[src/source/sdram_pkg.sv]
//////////////////////////////////////////////////////////////
// shared definitions for the four-bank SDRAM controller
// widths, timing in clock cycles, pin command encodings and
// the request / bank command structs used by every module
//////////////////////////////////////////////////////////////
`default_nettype none

package sdram_pkg;

    localparam int num_banks = 4;   // one engine and one port per bank
    localparam int row_w     = 13;
    localparam int col_w     = 9;   // burst aligned by the user
    localparam int beat_w    = 16;  // DQ width
    localparam int word_w    = 64;  // one full burst
    localparam int burst_len = 4;   // beats per access

    // timing, all in clk cycles
    localparam int cas_lat   = 2;   // read command to first beat
    localparam int t_rp      = 2;   // precharge to activate, same bank
    localparam int t_rcd     = 2;   // activate to read/write, same bank
    localparam int t_rrd     = 2;   // activate to activate, any bank

    // pin encoding  /CS /RAS /CAS /WE
    typedef enum logic [3:0] {
        cmd_precharge = 4'b0010,
        cmd_active    = 4'b0011,
        cmd_write     = 4'b0100,
        cmd_read      = 4'b0101,
        cmd_nop       = 4'b0111
    } sdram_cmd_e;

    // phases of a bank engine
    typedef enum logic [2:0] {
        bank_idle,
        bank_precharge,
        bank_wait_rp,
        bank_activate,
        bank_wait_rcd,
        bank_access
    } bank_state_e;

    // user request, held until ack
    typedef struct packed {
        logic              rd;
        logic              wr;
        logic [row_w-1:0]  row;
        logic [col_w-1:0]  col;
        logic [word_w-1:0] wdata;  // beat 0 in the low bits
    } mem_req_t;

    // command a bank engine wants on the pins
    typedef struct packed {
        sdram_cmd_e       cmd;
        logic [row_w-1:0] addr;  // row, column or zero
    } bank_cmd_t;

endpackage

`default_nettype wire
[src/source/sdram_ctrl.sv]
//////////////////////////////////////////////////////////////
// top of the four-bank SDRAM command controller
// one request port per bank, shared command pins and DQ
//////////////////////////////////////////////////////////////
`timescale 1ns/1ps
`default_nettype none

module sdram_ctrl (
    input  wire logic                          clk,
    input  wire logic                          rst,
    input  wire sdram_pkg::mem_req_t           req [sdram_pkg::num_banks],
    output logic [sdram_pkg::num_banks-1:0]    ack,
    output logic                               rd_valid,
    output logic [sdram_pkg::word_w-1:0]       rd_data,
    output logic [1:0]                         rd_bank,
    output sdram_pkg::sdram_cmd_e              cmd,
    output logic [sdram_pkg::row_w-1:0]        sdram_a,
    output logic [1:0]                         ba,
    output logic [sdram_pkg::beat_w-1:0]       dq_out,
    output logic                               dq_oe,
    input  wire logic [sdram_pkg::beat_w-1:0]  dq_in
);

    logic [sdram_pkg::num_banks-1:0] br;
    logic [sdram_pkg::num_banks-1:0] bg;
    sdram_pkg::bank_cmd_t            bank_cmd [sdram_pkg::num_banks];
    logic [sdram_pkg::word_w-1:0]    wr_data [sdram_pkg::num_banks];
    logic                            dbusy;
    logic                            start;
    logic                            start_wr;
    logic [1:0]                      start_bank;

    for (genvar b = 0; b < sdram_pkg::num_banks; b++) begin : g_bank
        assign wr_data[b] = req[b].wdata;  // data path picks by start_bank

        sdram_bank u_bank (
            .clk      (clk),
            .rst      (rst),
            .req      (req[b]),
            .ack      (ack[b]),
            .br       (br[b]),
            .bank_cmd (bank_cmd[b]),
            .bg       (bg[b])
        );
    end

    sdram_cmd_arbiter u_arb (
        .clk        (clk),
        .rst        (rst),
        .br         (br),
        .bank_cmd   (bank_cmd),
        .bg         (bg),
        .dbusy      (dbusy),
        .start      (start),
        .start_wr   (start_wr),
        .start_bank (start_bank),
        .cmd        (cmd),
        .sdram_a    (sdram_a),
        .ba         (ba)
    );

    sdram_data_path u_data (
        .clk        (clk),
        .rst        (rst),
        .start      (start),
        .start_wr   (start_wr),
        .start_bank (start_bank),
        .wr_data    (wr_data),
        .dbusy      (dbusy),
        .dq_out     (dq_out),
        .dq_oe      (dq_oe),
        .dq_in      (dq_in),
        .rd_valid   (rd_valid),
        .rd_data    (rd_data),
        .rd_bank    (rd_bank)
    );

endmodule

`default_nettype wire

[src/source/sdram_data_path.sv]
//////////////////////////////////////////////////////////////
// DQ side of the controller
// drives write bursts out, follows read latency with a tag
// pipeline and packs four read beats into one tagged word
//////////////////////////////////////////////////////////////
`timescale 1ns/1ps
`default_nettype none

module sdram_data_path (
    input  wire logic                         clk,
    input  wire logic                         rst,
    input  wire logic                         start,
    input  wire logic                         start_wr,
    input  wire logic [1:0]                   start_bank,
    input  wire logic [sdram_pkg::word_w-1:0] wr_data [sdram_pkg::num_banks],
    output logic                              dbusy,
    output logic [sdram_pkg::beat_w-1:0]      dq_out,
    output logic                              dq_oe,
    input  wire logic [sdram_pkg::beat_w-1:0] dq_in,
    output logic                              rd_valid,
    output logic [sdram_pkg::word_w-1:0]      rd_data,
    output logic [1:0]                        rd_bank
);

    localparam int lat = sdram_pkg::cas_lat;  // last tag stage index

    logic [2:0]                     busy_cnt;
    logic [2:0]                     wr_cnt;   // beats left to drive
    logic [sdram_pkg::word_w-1:0]   wr_shift;
    logic                           rd_vld [lat+1];
    logic [1:0]                     rd_tag [lat+1];
    logic                           cap_act;
    logic [1:0]                     beat_cnt;
    logic [1:0]                     cap_bank;
    logic [sdram_pkg::word_w-1:0]   asm_word;

    assign dbusy   = busy_cnt != '0;
    assign dq_oe   = wr_cnt != '0;  // lines up with the write on the pins
    assign dq_out  = wr_shift[sdram_pkg::beat_w-1:0];
    assign rd_data = asm_word;

    always_ff @(posedge clk or posedge rst) begin
        if (rst) begin
            busy_cnt <= '0;
            wr_cnt   <= '0;
            cap_act  <= 1'b0;
            beat_cnt <= '0;
            rd_valid <= 1'b0;
            for (int i = 0; i <= lat; i++)
                rd_vld[i] <= 1'b0;
        end else begin
            // hold off the next access until this burst has left DQ
            if (start)
                busy_cnt <= start_wr ? 3'(sdram_pkg::burst_len)
                                     : 3'(sdram_pkg::cas_lat + sdram_pkg::burst_len - 1);
            else if (busy_cnt != '0)
                busy_cnt <= busy_cnt - 3'd1;

            if (start && start_wr)
                wr_cnt <= 3'(sdram_pkg::burst_len);
            else if (wr_cnt != '0)
                wr_cnt <= wr_cnt - 3'd1;

            rd_vld[0] <= start && !start_wr;  // tail stage = first beat on dq_in
            for (int i = 1; i <= lat; i++)
                rd_vld[i] <= rd_vld[i-1];

            rd_valid <= 1'b0;
            if (rd_vld[lat]) begin
                cap_act  <= 1'b1;
                beat_cnt <= 2'd1;
            end else if (cap_act) begin
                beat_cnt <= beat_cnt + 2'd1;
                if (beat_cnt == 2'(sdram_pkg::burst_len - 1)) begin
                    cap_act  <= 1'b0;
                    rd_valid <= 1'b1;  // fourth beat just captured
                end
            end
        end
    end

    // payload registers
    always_ff @(posedge clk) begin
        if (start && start_wr)
            wr_shift <= wr_data[start_bank];
        else if (dq_oe)
            wr_shift <= wr_shift >> sdram_pkg::beat_w;
        rd_tag[0] <= start_bank;
        for (int i = 1; i <= lat; i++)
            rd_tag[i] <= rd_tag[i-1];
        if (rd_vld[lat])
            cap_bank <= rd_tag[lat];
        if (rd_vld[lat] || cap_act)
            asm_word <= {dq_in, asm_word[sdram_pkg::word_w-1:sdram_pkg::beat_w]};
        if (cap_act && beat_cnt == 2'(sdram_pkg::burst_len - 1))
            rd_bank <= cap_bank;
    end

endmodule

`default_nettype wire

[src/source/sdram_cmd_arbiter.sv]
//////////////////////////////////////////////////////////////
// command arbiter, one SDRAM command per cycle
// masks activates inside tRRD and accesses while DQ is busy,
// grants round robin and registers the winner onto the pins
//////////////////////////////////////////////////////////////
`timescale 1ns/1ps
`default_nettype none

module sdram_cmd_arbiter (
    input  wire logic                          clk,
    input  wire logic                          rst,
    input  wire logic [sdram_pkg::num_banks-1:0] br,
    input  wire sdram_pkg::bank_cmd_t          bank_cmd [sdram_pkg::num_banks],
    output logic [sdram_pkg::num_banks-1:0]    bg,
    input  wire logic                          dbusy,
    output logic                               start,
    output logic                               start_wr,
    output logic [1:0]                         start_bank,
    output sdram_pkg::sdram_cmd_e              cmd,
    output logic [sdram_pkg::row_w-1:0]        sdram_a,
    output logic [1:0]                         ba
);

    logic [sdram_pkg::num_banks-1:0] elig;
    logic [1:0]                      last;     // last granted bank
    logic [1:0]                      cand;
    logic [1:0]                      win;
    logic                            found;
    logic [1:0]                      rrd_cnt;  // nonzero -> no activate
    sdram_pkg::sdram_cmd_e           win_cmd;

    always_comb begin
        for (int b = 0; b < sdram_pkg::num_banks; b++) begin
            elig[b] = br[b];
            if (bank_cmd[b].cmd == sdram_pkg::cmd_active && rrd_cnt != '0)
                elig[b] = 1'b0;
            if ((bank_cmd[b].cmd == sdram_pkg::cmd_read ||
                 bank_cmd[b].cmd == sdram_pkg::cmd_write) && dbusy)
                elig[b] = 1'b0;  // DQ still reserved
        end
    end

    // search starts one past the last winner, wraps on 2 bits
    always_comb begin
        found = 1'b0;
        win   = last;
        cand  = last;
        for (int i = 1; i <= sdram_pkg::num_banks; i++) begin
            cand = last + 2'(i);
            if (!found && elig[cand]) begin
                found = 1'b1;
                win   = cand;
            end
        end
        bg = '0;
        if (found)
            bg[win] = 1'b1;
    end

    assign win_cmd    = bank_cmd[win].cmd;
    assign start      = found && (win_cmd == sdram_pkg::cmd_read ||
                                  win_cmd == sdram_pkg::cmd_write);
    assign start_wr   = found && (win_cmd == sdram_pkg::cmd_write);
    assign start_bank = win;

    always_ff @(posedge clk or posedge rst) begin
        if (rst) begin
            last    <= 2'(sdram_pkg::num_banks - 1);  // bank 0 first
            rrd_cnt <= '0;
            cmd     <= sdram_pkg::cmd_nop;
            sdram_a <= '0;
            ba      <= '0;
        end else begin
            cmd <= sdram_pkg::cmd_nop;
            if (found) begin
                last    <= win;
                cmd     <= win_cmd;  // pins lag the grant by one cycle
                sdram_a <= bank_cmd[win].addr;
                ba      <= win;
            end
            if (found && win_cmd == sdram_pkg::cmd_active)
                rrd_cnt <= 2'(sdram_pkg::t_rrd - 1);
            else if (rrd_cnt != '0)
                rrd_cnt <= rrd_cnt - 2'd1;
        end
    end

endmodule

`default_nettype wire

[src/source/sdram_bank.sv]
//////////////////////////////////////////////////////////////
// bank engine, one per SDRAM bank
// tracks the open row and walks precharge / activate / access
// asking the arbiter for one command at a time through br
//////////////////////////////////////////////////////////////
`timescale 1ns/1ps
`default_nettype none

module sdram_bank (
    input  wire logic                 clk,
    input  wire logic                 rst,
    input  wire sdram_pkg::mem_req_t  req,
    output logic                      ack,
    output logic                      br,
    output sdram_pkg::bank_cmd_t      bank_cmd,
    input  wire logic                 bg
);

    sdram_pkg::bank_state_e         state;  // registered phase
    sdram_pkg::bank_state_e         phase;  // what is asked this cycle
    logic                           row_open;
    logic [sdram_pkg::row_w-1:0]    open_row;
    logic [1:0]                     cnt;    // t_rp / t_rcd countdown
    logic                           req_any;
    logic                           row_hit;

    assign req_any = req.rd | req.wr;
    assign row_hit = row_open && (open_row == req.row);

    // idle decides straight away so a row hit costs no extra cycle
    always_comb begin
        phase = state;
        if (state == sdram_pkg::bank_idle && req_any) begin
            if (row_hit)
                phase = sdram_pkg::bank_access;
            else if (row_open)
                phase = sdram_pkg::bank_precharge;  // wrong row open
            else
                phase = sdram_pkg::bank_activate;
        end
    end

    // br only in phases whose own timers have run out
    assign br = (phase == sdram_pkg::bank_precharge) ||
                (phase == sdram_pkg::bank_activate)  ||
                (phase == sdram_pkg::bank_access);

    assign ack = bg && (phase == sdram_pkg::bank_access);

    always_comb begin
        bank_cmd.cmd  = sdram_pkg::cmd_nop;
        bank_cmd.addr = '0;  // A10 low -> precharge this bank only
        case (phase)
            sdram_pkg::bank_precharge: begin
                bank_cmd.cmd = sdram_pkg::cmd_precharge;
            end
            sdram_pkg::bank_activate: begin
                bank_cmd.cmd  = sdram_pkg::cmd_active;
                bank_cmd.addr = req.row;
            end
            sdram_pkg::bank_access: begin
                if (req.wr)
                    bank_cmd.cmd = sdram_pkg::cmd_write;
                else
                    bank_cmd.cmd = sdram_pkg::cmd_read;
                bank_cmd.addr = {{(sdram_pkg::row_w - sdram_pkg::col_w){1'b0}}, req.col};
            end
            default: ;
        endcase
    end

    // phase sequencing, only moves on a grant or a timer
    always_ff @(posedge clk or posedge rst) begin
        if (rst) begin
            state    <= sdram_pkg::bank_idle;
            row_open <= 1'b0;
            cnt      <= '0;
        end else begin
            case (phase)
                sdram_pkg::bank_precharge: begin
                    if (bg) begin
                        state    <= sdram_pkg::bank_wait_rp;
                        row_open <= 1'b0;
                        cnt      <= 2'(sdram_pkg::t_rp - 1);
                    end
                end
                sdram_pkg::bank_wait_rp: begin
                    if (cnt == '0)
                        state <= sdram_pkg::bank_activate;
                    else
                        cnt <= cnt - 2'd1;
                end
                sdram_pkg::bank_activate: begin
                    if (bg) begin
                        state    <= sdram_pkg::bank_wait_rcd;
                        row_open <= 1'b1;
                        cnt      <= 2'(sdram_pkg::t_rcd - 1);
                    end
                end
                sdram_pkg::bank_wait_rcd: begin
                    if (cnt == '0)
                        state <= sdram_pkg::bank_access;
                    else
                        cnt <= cnt - 2'd1;
                end
                sdram_pkg::bank_access: begin
                    if (bg)
                        state <= sdram_pkg::bank_idle;  // row stays open
                end
                default: state <= sdram_pkg::bank_idle;
            endcase
        end
    end

    // row number only means something while row_open is set
    always_ff @(posedge clk) begin
        if (bg && phase == sdram_pkg::bank_activate)
            open_row <= req.row;
    end

endmodule

`default_nettype wire

[config.mk]
export PLATFORM = sky130hd
export DESIGN_NAME = sdram_ctrl
export DESIGN_NICKNAME = d
export VERILOG_FILES = /design/src/source/sdram_pkg.sv /design/src/source/sdram_ctrl.sv /design/src/source/sdram_data_path.sv /design/src/source/sdram_cmd_arbiter.sv /design/src/source/sdram_bank.sv
export SDC_FILE = /design/constraint.sdc
export NUM_CORES = 1
export LEC_CHECK = 0
export ABC_AREA = 1
export ABC_CLOCK_PERIOD_IN_PS = 5200
export BUFFER_PORTS_ARGS = -buffer_cell sky130_fd_sc_hd__buf_2
export CAP_MARGIN = 10
export CORE_UTILIZATION = 48
export CTS_CLUSTER_DIAMETER = 50
export DETAILED_ROUTE_END_ITERATION = 8
export MAX_ROUTING_LAYER = met4
export PLACE_DENSITY = 0.8
export SETUP_SLACK_MARGIN = 0.05
export SLEW_MARGIN = 40
export SYNTH_ARGS = -nofsm -noshare
export SYNTH_HDL_FRONTEND = slang
export SYNTH_HIERARCHICAL = 1
export SYNTH_SLANG_ARGS = --single-unit
[constraint.sdc]
create_clock -name clk -period 5.2 [get_ports clk]
set_clock_uncertainty 0.1 [all_clocks]
set_input_delay 0.52 -clock clk [delete_from_list [all_inputs] [get_ports clk]]
set_output_delay 0.52 -clock clk [all_outputs]
set_load 0.005 [all_outputs]
# --- Yosys cells after proc, flatten, opt, wreduce, memory -nomap -nowiden ---
# Memories as Yosys holds them, arrays and structs flattened. A register that Yosys moved wholly into a read port is not among the register bits.
# Cells that the tools add are included.
classes:
  n_addsub: 11
  n_lt_le_gt_ge: 7
  n_eq_ne: 68
  mux: 123
  bitwise_logic: 5
  n_reduce_logical: 95
ops:
  columns: ["op", "n"]
  rows:
  - ["two-way mux 64 bit", 4]
  - ["binary-select mux 64 bit (select 2 bit)", 1]
  - ["case mux 13 bit (2 select lines)", 4]
  - ["two-way mux 3 bit", 32]
  - ["case mux 3 bit (5 select lines)", 4]
  - ["== test 13 bit", 4]
  - ["== test 3 bit (second input constant)", 16]
  - ["two-way mux 2 bit", 20]
  - ["== test 3 x 2 -> 1 bit (second input constant)", 12]
  - ["two-way mux 1 bit", 36]
  - ["case mux 3 bit (3 select lines)", 4]
  - ["binary-select mux 17 bit (select 2 bit)", 1]
  - ["logical AND 1 bit", 34]
  - ["two-way mux 17 bit", 2]
  - ["inequality test 2 bit (second input constant)", 16]
  - ["nonzero test 2 bit", 13]
  - ["inequality test 2 x 1 -> 1 bit (second input constant)", 12]
  - ["AND reduction 3 bit", 8]
  - ["AND reduction 5 bit", 4]
  - ["case mux 2 bit (2 select lines)", 4]
  - ["OR reduction 2 bit", 8]
  - ["less-than comparator 2 x 3 -> 1 bit (second input constant)", 5]
  - ["logical OR 1 bit", 14]
  - ["== test 3 x 1 -> 1 bit (second input constant)", 4]
  - ["other kinds (19)", 47]
totals:
  reg_bits: 242
  ram_bits: 6
  input_bits: 370
  word_cells: 342
  memories: 1
mem_list:
  columns: ["memory", "words", "width", "rd", "rd_clocked_by_memory_dff", "wr", "line", "text"]
  rows:
  - ["u_data.rd_tag", 3, 2, 3, 1, 3, "sdram_data_path.sv:31", "logic [1:0] rd_tag [lat+1];"]

# --- Depth between registers and ports, before layout ---
# Gate-level depths: netlist (run 1).
logic_depth:
  ltp_word: 31
  ltp_mapped: 38

# --- Cells and area by module ---
# The synthesis (run 1) kept the hierarchy.
by_module_without_submodules:
  columns: ["module", "instances", "cells_each", "area_per_inst_um2"]
  rows:
  - ["sdram_data_path", 1, 1102, 8381.8]
  - ["sdram_bank", 4, 192, 1338.8]
  - ["sdram_cmd_arbiter", 1, 299, 2125.8]

# --- Worst setup path after synthesis (run 1) ---
# No wires, ideal clock.
synth_timing:
  path_kind: "input to register"
  start: "input req[345] (netlist name)"
  end: "register u_data/wr_shift[0] (netlist name), enable pin"
  setup_ns: 0.863
  arrival_ns: 4.636
  required_time_ns: 4.237
  setup_slack_ns: -0.399
  stages: 33
  n_path_buf: 2
  path_cell_list: "inv_1 -> nand2_1 -> nand2_1 -> nor2_1 -> nand2_1 -> nor2_8 -> nand2_4 -> nand2_4 -> inv_4 -> nor2_8 -> inv_4 -> nor2_2 -> nor2_1 -> inv_1 -> nand2_1 -> inv_1 -> nand2_1 -> nand2_1 -> nand2_1 -> nand3_1 -> nand3_2 -> nand2_4 -> nand2_4 -> nand3_2 -> nand2_4 -> nor2_8 -> buf_6 -> nand3_1 -> nand3_1 -> nor3_2 -> nand2_2 -> buf_2 -> nand3_1"
synth_lines:
  columns: ["item", "line", "text"]
  rows:
  - ["start: declaration", "sdram_ctrl.sv:11", "input wire sdram_pkg::mem_req_t req [sdram_pkg::num_banks],"]
  - ["end signal: assignment", "sdram_data_path.sv:85", "wr_shift <= wr_data[start_bank];"]
  - ["end signal: assignment", "sdram_data_path.sv:87", "wr_shift <= wr_shift >> sdram_pkg::beat_w;"]
  - ["end: declaration", "sdram_data_path.sv:29", "logic [sdram_pkg::word_w-1:0] wr_shift;"]

==> impl_metrics.toml, run 1 <==
[run_status]
status = "complete, no violations"

[clocking]
clock_path_buffers = 3
cts_root_buffer = "clkbuf_16"
clkLatencyLatePin_ps = 560
post_cts_buffers = 0
clk_pin_slew_worst_paths_ps = 60
cts_buffers = 31
htreeDepth = 1
cts.sinks = 250
cts_tree = "built"

[yosys]
synth_area_leader_cell = "edfxtp_1"
synth-seq-cells = 250
synth.area.top_cells = "edfxtp_1 (35%), nand2_1 (20%), inv_1 (9.5%)"
synth.most_common_cell = "nand2_1"
synth_flop_cell = "edfxtp_1"
syn_avg_cell_area_sq_um = 7.31
synth_cell_types = 39
yosysTopAreaCellShare_pct = 34.8
ys_seq_area_share_pct = 45.1
synth_commonest_cells = "nand2_1 (842), inv_1 (402), nand3_1 (239), edfxtp_1 (184), nor2_1 (102)"
synth_nets = 2549
netlist_instances = 2169
yosys_warnings = 6
syn-cell-area_sq_um = 15900
synth_edf_count = 184
ys_async_sr_fraction_pct = 24.0

[floorplan]
initial_utilization_pct = 48.8
dieArea_sq_um = 33800
die_h_um = 184
core_sq_um = 32500
die_w_um = 184
rows = 66
io_pins = 477

[critical_path]
regToRegStartpoint = "g_bank[0].u_bank/state[2]"
critPathMaxFanout = 31
crit_type = "flip-flop to output port"
cp_common_cell = "nand2_1"
end_kind = "output port"
r2r.worst_path.cells = 32
cp.required_ps = 4580
ff2ff_setup_slack_ps = 400
startpoint = "g_bank[0].u_bank/state[2]"
max_stage_delay_ps = 400
cp-start-kind = "flip-flop"
reg2reg_to = "u_data/wr_shift[20]"
slowest_stage = "dfrtp_1"
cp_data_arrival_time_ps = 4240
cp-endpoint = "ack[1]"

[route]
vias = 15500
drcViolationCount = 0
vias_per_cell = 5.00
drtAntennaViolNets = 0
wirelength_mm = 50.9
dr.pass1.iters = 6
first_iter_violations = 1191
wire_per_inst_um = 16.4

[global_route]
grt.met1_usage_pct = 34.8
antenna_found_initial = 10
grt_pass1_wl_mm = 74.7
grtUsageTotal_pct = 29.4
grt_use_met2_pct = 48.9
grt_pass1_vias = 14400
overflow = 0
grt_start_max_net_pins = 151
met3_usage_pct = 5.73
grt.busiest_layer = "met2"

[layout]
syn2layout_area_growth_pct = 24.0
final_layout_size_suffix_gt1_share_pct = 25.4
nFillCells = 3000
fin_nets = 3002
multi_input_comb_area_sq_um = 6560
seqCellArea_sq_um = 7150

[flow_run]
maxCapViolations = 0

[sta]
layout_min_cycle_time_ps = 4860
drv_slew = 0
finalHoldViolations = 0
finalCritPeriodShare_pct = 93.4
fmax_mhz = 206
setup_viol = 0
max-slew-margin-rel_pct = 49.9
tightest_slew_ps = 751
setup_tns_ps = 0
rsz0062_at_grt = "yes"

[place]
dp_hpwl_mm = 38.2
portBuffers = 476
gp_congestion = 0.935

[hold_path]
hold_class = "input pin to flip-flop"
[per-layer routing]
metal	up-vias	share of wire, %
met4	0	3.6
met3	105	7.7
met2	662	49
li1	7560	-
met5	-	0
met1	7174	39
[per-stage QoR]
step | cells | setup slack [ps] | cell area, sq um | utilization, % | hold slack (ps)
after floorplan | 2169 | 449 | 15900 | - | 210
after global placement | 3020 | 496 | 18500 | 56.8 | 214
after detailed placement | 3020 | 413 | 18500 | 56.8 | 218
after CTS | 3086 | 105 | 19500 | 60.1 | 1.57
after global routing | 3098 | 19.1 | 19700 | 60.4 | 0.196
final | 3098 | 343 | 19700 | 60.4 | 37.3
[area by class of cell]
class | instances | area share, %
flip-flops and latches | 250 | 36.4
diodes | 10 | 0.127
clock buffers | 43 | 4.28
multi-input cells | 1406 | 33.3
repair buffers | 513 | 14.3
inverters | 420 | 8.13
clock inverters | 14 | 0.675
well taps | 442 | 2.81
[worst max-delay path: cells and delay by family, from the launching register on]
kind          cells  cell delay [ps]
simple gates     21             2340
buf+inv           8              920
flops             1              400
[placed cells by master (no fill, tap or decap), types with 24 or more instances in the layout]
master     Yosys  final
edfxtp_1     184    184
inv_1        402    399
clkbuf_16      0     33
nand3_1      239    238
buf_2         32    476
nand2_1      842    841
o21ai_0       35     35
dfrtp_1       55     55
nor2_1       102     99
nand3_2       25     24
[how the worst min path moves through the flow]
stage | start | to | slack (ps) | cells past startpoint
2_1_floorplan | rst | g_bank[0].u_bank/cnt[0] | 210 | 1
3_3_place_gp | u_data/rd_tag[0][0] | u_data/rd_tag[1][0] | 210 | 0
3_5_place_dp | u_data/rd_tag[1][1] | u_data/rd_tag[2][1] | 220 | 0
4_1_cts | dq_in[12] | u_data/rd_data[60] | 2 | 1
5_1_grt | dq_in[3] | u_data/rd_data[51] | 0.2 | 1
6_report | dq_in[3] | u_data/rd_data[51] | 40 | 1
[state kept, by name (all words and copies together), names as in the netlist, 6 cells and up]
register                cells
u_data/rd_data             64
u_data/wr_shift            64
g_bank.u_bank/open_row     52
u_arb/sdram_a              13
g_bank.u_bank/state        12
g_bank.u_bank/cnt           8
u_data/rd_tag               6
[repair_timing]
action                                  CTS  global route
endpoints found under the hold margin    32             0
resized for setup                         0            10
endpoints found under the setup margin    0             4
hold buffers                              9             0
[kinds of logic (layout without fill, tap and decap cells)]
family	Yosys count	count (layout)	synth area share [%]
adders and majority gates	10	10	0.789
other	4	14	0.0946
AOI/OAI and AO/OA	88	88	3.03
and+or+nand+nor	1301	1302	36.9
xor gates and xnor gates	2	2	0.158
buffers and inverters	514	990	14.0
DFF	250	250	45.1
Power of run 1 is left out: the tool's default activity adds up to more than one toggle a clock period on the data nets, which glitch-free logic cannot reach.
==> run 2: changes to the inputs <==
- ABC_CLOCK_PERIOD_IN_PS: 5200 -> 5700
- GPL_TIMING_DRIVEN: default -> 0
- PLACE_DENSITY: 0.8 -> 0.77
- clock period: 5.2 -> 5.7 ns (I/O delays scaled with it)
==> impl_metrics.toml, run 2 (synthesis gave the netlist of run 1 again) <==
[floorplan]
io_pins = 477
die_h_um = 184
initial_utilization_pct = 48.8
dieArea_sq_um = 33800
rows = 66
die_w_um = 184
core_sq_um = 32500

[clocking]
cts.sinks = 250
clk_pin_slew_worst_paths_ps = 60
clock_path_buffers = 3
clkLatencyLatePin_ps = 520
cts_buffers = 35
htreeDepth = 2
cts_root_buffer = "clkbuf_16"
post_cts_buffers = 0
cts_tree = "built"

[critical_path]
end_kind = "output port"
max_stage_delay_ps = 390
cp.required_ps = 5030
critPathMaxFanout = 10
cp_common_cell = "nand2_1"
cp_data_arrival_time_ps = 4460
slowest_stage = "dfrtp_1"
cp-start-kind = "flip-flop"
crit_type = "flip-flop to output port"

[sta]
max-slew-margin-rel_pct = 49.7
fmax_mhz = 195
rsz0062_at_grt = "no"
tightest_slew_ps = 754
finalHoldViolations = 0
drv_slew = 0
setup_viol = 0
layout_min_cycle_time_ps = 5130
finalCritPeriodShare_pct = 89.9
final.setup.worst_slack_ps = 575
setup_tns_ps = 0

[layout]
nFillCells = 2938
seqCellArea_sq_um = 7150
final_cell_mix = "nand2_1 (841), buf_2 (508), inv_1 (401)"
fin_nets = 3065
final_common_cell = "nand2_1"
syn2layout_area_growth_pct = 26.6
final_layout_size_suffix_gt1_share_pct = 27.2
instances_no_fill = 3164
final_cell_area_sq_um = 20100
multi_input_comb_area_sq_um = 6530

[run_status]
status = "complete, no violations"

[route]
vias = 15600
drtAntennaViolNets = 0
vias_per_cell = 4.95
dr.pass1.iters = 6
first_iter_violations = 1335
wirelength_mm = 52.4
wire_per_inst_um = 16.6
drcViolationCount = 0

[place]
gp_congestion = 0.973
dp_hpwl_mm = 41.8
portBuffers = 476
pre_cts_slack_ps = 465
placedCellCount = 3089
placed_cell_area_sq_um = 18900

[global_route]
overflow = 0
grt_pass1_wl_mm = 77.1
antenna_found_initial = 10
grt_pass1_vias = 15000
grtUsageTotal_pct = 30.7
grt_start_max_net_pins = 36

[flow_run]
maxCapViolations = 0

[hold_path]
hold_class = "input pin to flip-flop"
[run 2: cell types whose count changed in the layout (fill, tap and decap cells not counted), sizes merged]
cell,before,now
nor2,126,125
diode,10,13
inv,421,428
clkbuf,45,53
clkinvlp,0,1
buf,502,559
bufinv,2,3
clkinv,11,9
dlygate4sd3,9,1
[run 2: worst paths after layout]
kind / start / to / slack (ps) / cells past startpoint
hold / removal: dq_in[7] / u_data/rd_data[55] / 130 / 1
max in group asynchronous: rst / u_arb/cmd[3] / 4410 / 3
setup / recovery: g_bank[1].u_bank/state[2] / ack[3] / 570 / 30
hold reg to reg: u_data/rd_tag[0][1] / u_data/rd_tag[1][1] / 230 / 0
min in group asynchronous: rst / g_bank[1].u_bank/row_open / 550 / 3
setup reg to reg: g_bank[1].u_bank/state[2] / u_data/wr_shift[13] / 670 / 35
[run 2: final cells by class]
cell class	instances	share of cell area, %
multi-input cells	1405	32.5
flip-flops and latches	250	35.6
plain buffers	94	3.08
inverters	420	7.95
clock inverters	21	1.20
well taps	442	2.75
diodes	13	0.162
clock buffers	40	4.61
repair buffers	479	12.1
[run 2: critical path: cells and delay by family, from the launching register on]
family | cells | cell delay (ps)
simple gates | 21 | 2450
flops | 1 | 390
buf+inv | 9 | 1100
[run 2: metrics by stage]
stage	utilization [%]	hold WS, ps
3_5_place_dp	58.0	214
3_3_place_gp	57.8	212
4_1_cts	61.6	111
6_report	61.7	133
5_1_grt	61.7	114
2_1_floorplan	-	210
[run 2: repair_timing]
| item | 4_1_cts | 5_1_grt |
|---|---|---|
| resized for setup | 0 | 0 |
| endpoints found under the setup margin | 0 | 0 |
| hold buffers | 1 | 0 |
| endpoints found under the hold margin | 12 | 0 |
[run 2: layer usage]
metal	part of all wire, %	vias up	global-route usage, %
met4	4.7	0	14.9
met2	49	702	51.8
met5	0	-	-
li1	-	7695	-
met1	38	7107	35.5
met3	7.8	142	5.05
Power of run 2 is left out for the same reason.
==> run 3: changes to the inputs <==
--- a/config.mk
+++ b/config.mk
@@ -11,8 +11,9 @@
 export CAP_MARGIN = 10
-export CORE_UTILIZATION = 48
+export CORE_AREA = 2 2 187 189
 export CTS_CLUSTER_DIAMETER = 50
 export DETAILED_ROUTE_END_ITERATION = 8
+export DIE_AREA = 0 0 189 191
 export GPL_TIMING_DRIVEN = 0
 export MAX_ROUTING_LAYER = met4
-export PLACE_DENSITY = 0.77
+export PLACE_DENSITY = 0.71
 export SETUP_SLACK_MARGIN = 0.05
@@ -21,3 +22,2 @@
 export SYNTH_HDL_FRONTEND = slang
-export SYNTH_HIERARCHICAL = 1
 export SYNTH_SLANG_ARGS = --single-unit
--- a/constraint.sdc
+++ b/constraint.sdc
@@ -4,2 +4,2 @@
 set_output_delay 0.57 -clock clk [all_outputs]
-set_load 0.005 [all_outputs]
+set_load 0.02 [all_outputs]
==> impl_metrics.toml, run 3 <==
[run_status]
status = "complete, no violations"

[clocking]
clk_pin_slew_worst_paths_ps = 60
cts_tree = "built"
htreeDepth = 2
cts_buffers = 36
clkLatencyLatePin_ps = 530
cts_root_buffer = "clkbuf_16"
cts.sinks = 249
clock_path_buffers = 3
cts_resized = 0

[layout]
final_cell_mix = "nand2_1 (866), buf_2 (514), inv_1 (200)"
syn2layout_area_growth_pct = 30.4
fin_nets = 2828
final_common_cell = "nand2_1"
final_layout_size_suffix_gt1_share_pct = 27.1

[critical_path]
crit_type = "flip-flop to output port"
cp-start-kind = "flip-flop"
cp_data_arrival_time_ps = 4050
critPathMaxFanout = 10
cp.required_ps = 5030
end_kind = "output port"

[route]
vias = 14400
dr.pass1.iters = 6
vias_per_cell = 4.90
drtAntennaViolNets = 0
wirelength_mm = 49.3
wire_per_inst_um = 16.8
first_iter_violations = 1007
drcViolationCount = 0

[place]
dp_hpwl_mm = 38.9
pre_cts_slack_ps = 1300
gp_congestion = 0.946
portBuffers = 475

[yosys]
yosysTopAreaCellShare_pct = 38.5
ys_seq_area_share_pct = 49.7
synth-seq-cells = 249
synth_nets = 2311
synth_edf_count = 184
netlist_instances = 1931
yosys_warnings = 0
ys_async_sr_fraction_pct = 23.7
synth_cell_types = 40
synth_area_leader_cell = "edfxtp_1"
synth_flop_cell = "edfxtp_1"
syn-cell-area_sq_um = 14300
synth.area.top_cells = "edfxtp_1 (39%), nand2_1 (23%), dfrtp_1 (9.4%)"
synth.most_common_cell = "nand2_1"
synth_commonest_cells = "nand2_1 (868), inv_1 (201), edfxtp_1 (184), nand3_1 (157), nor2_1 (147)"
syn_avg_cell_area_sq_um = 7.43

[global_route]
grt_start_max_net_pins = 46
grt_pass1_vias = 13500
grt_pass1_wl_mm = 72.7
antenna_found_initial = 3
overflow = 0
grtUsageTotal_pct = 27.0

[sta]
setup_tns_ps = 0
drv_slew = 0
rsz0062_at_grt = "no"
tightest_slew_ps = 734
fmax_mhz = 212
final.setup.worst_slack_ps = 984
finalHoldViolations = 0
finalCritPeriodShare_pct = 82.7
max-slew-margin-rel_pct = 51.0
setup_viol = 0
layout_min_cycle_time_ps = 4720
whs_ps = 113

[floorplan]
initial_utilization_pct = 42.0
io_pins = 477
dieArea_sq_um = 36100
die_h_um = 191
die_w_um = 189
core_sq_um = 34100
rows = 68

[flow_run]
maxCapViolations = 0

[hold_path]
hold_class = "input pin to flip-flop"
-- run 3: cell types whose count changed after synthesis, moves of 13 or more --
cell and delta:
inv_1 -201, a21oi_1 -17, nand3_2 -20, nor2_1 +45
nand2_1 +26, nand2_4 -17, o21ai_0 +42, o21ai_1 +13
nand3_1 -82
-- run 3: cells by family (layout without fill, tap and decap cells) --
family	after synthesis	after routing	synth area share (%)
other	1	6	0.0262
AO/OA/AOI/OAI	126	126	4.64
buffers and inverters	315	860	9.66
AND/OR/NAND/NOR	1216	1216	34.2
adder cells (fa/ha/maj)	10	10	0.873
XOR/XNOR	14	14	0.855
flip-flops	249	249	49.7
-- run 3: path summary, 6_finish.rpt --
path	from	cells past startpoint	end	slack, ps
hold reg to reg	u_data.rd_tag[1][0]	0	u_data.rd_tag[2][0]	220
hold / removal	dq_in[9]	1	u_data.rd_data[57]	110
setup / recovery	g_bank[1].u_bank.state[2]	20	ack[3]	980
min in group asynchronous	rst	3	u_arb.sdram_a[6]	450
max in group asynchronous	rst	4	u_arb.cmd[2]	4490
setup reg to reg	g_bank[1].u_bank.state[2]	23	u_data.wr_shift[16]	1600
-- run 3: layout make-up --
cell class / count / area (sq um)
fill: 3294 / 15400
sequential: 249 / 7130
multi-input combinational: 1367 / 5850
timing repair buffer: 479 / 2450
clock buffer: 41 / 940
inverter: 218 / 823
tap: 455 / 569
buffer: 97 / 567
clock inverter: 25 / 350
antenna: 5 / 12.5
-- run 3: timing repair --
item / in CTS / in global routing
hold buffers: 1 / 0
buffers inserted: 0 / 0
hold endpoints to repair: 20 / 0
-- run 3: through the flow --
step,util [%],std cells,area [sq um]
CTS,54.8,2931,18700
global route,54.8,2934,18700
global placement,50.7,2861,17300
detailed placement,51.0,2864,17400
floorplan,-,1931,14300
finish,54.8,2936,18700
-- run 3: worst max-delay path, stage by stage (launching register included) --
cell and delay, ps:
dfrtp_1 390, inv_2 110, nand3_1 90, nor2_1 140, nand2_1 70, nor2_1 100
nand2_1 90, nand2_1 160, nand3_1 130, nand3_1 140, nand3_1 90, nand2_1 170
nand4_2 230, nand2_2 160, buf_6 170, buf_2 310, buf_4 260, nand2_1 130
nor2_1 270, buf_4 160, buf_2 150
-- run 3: per-layer routing --
metal  track usage (%)  vias up  part of all wire, %
met5                 -        -                    0
met4              7.06        0                  2.2
met3              4.79       78                  6.9
met2              45.0      558                   48
met1              34.0     6638                   42
li1                  -     7124                    -
Power of run 3 is left out for the same reason.
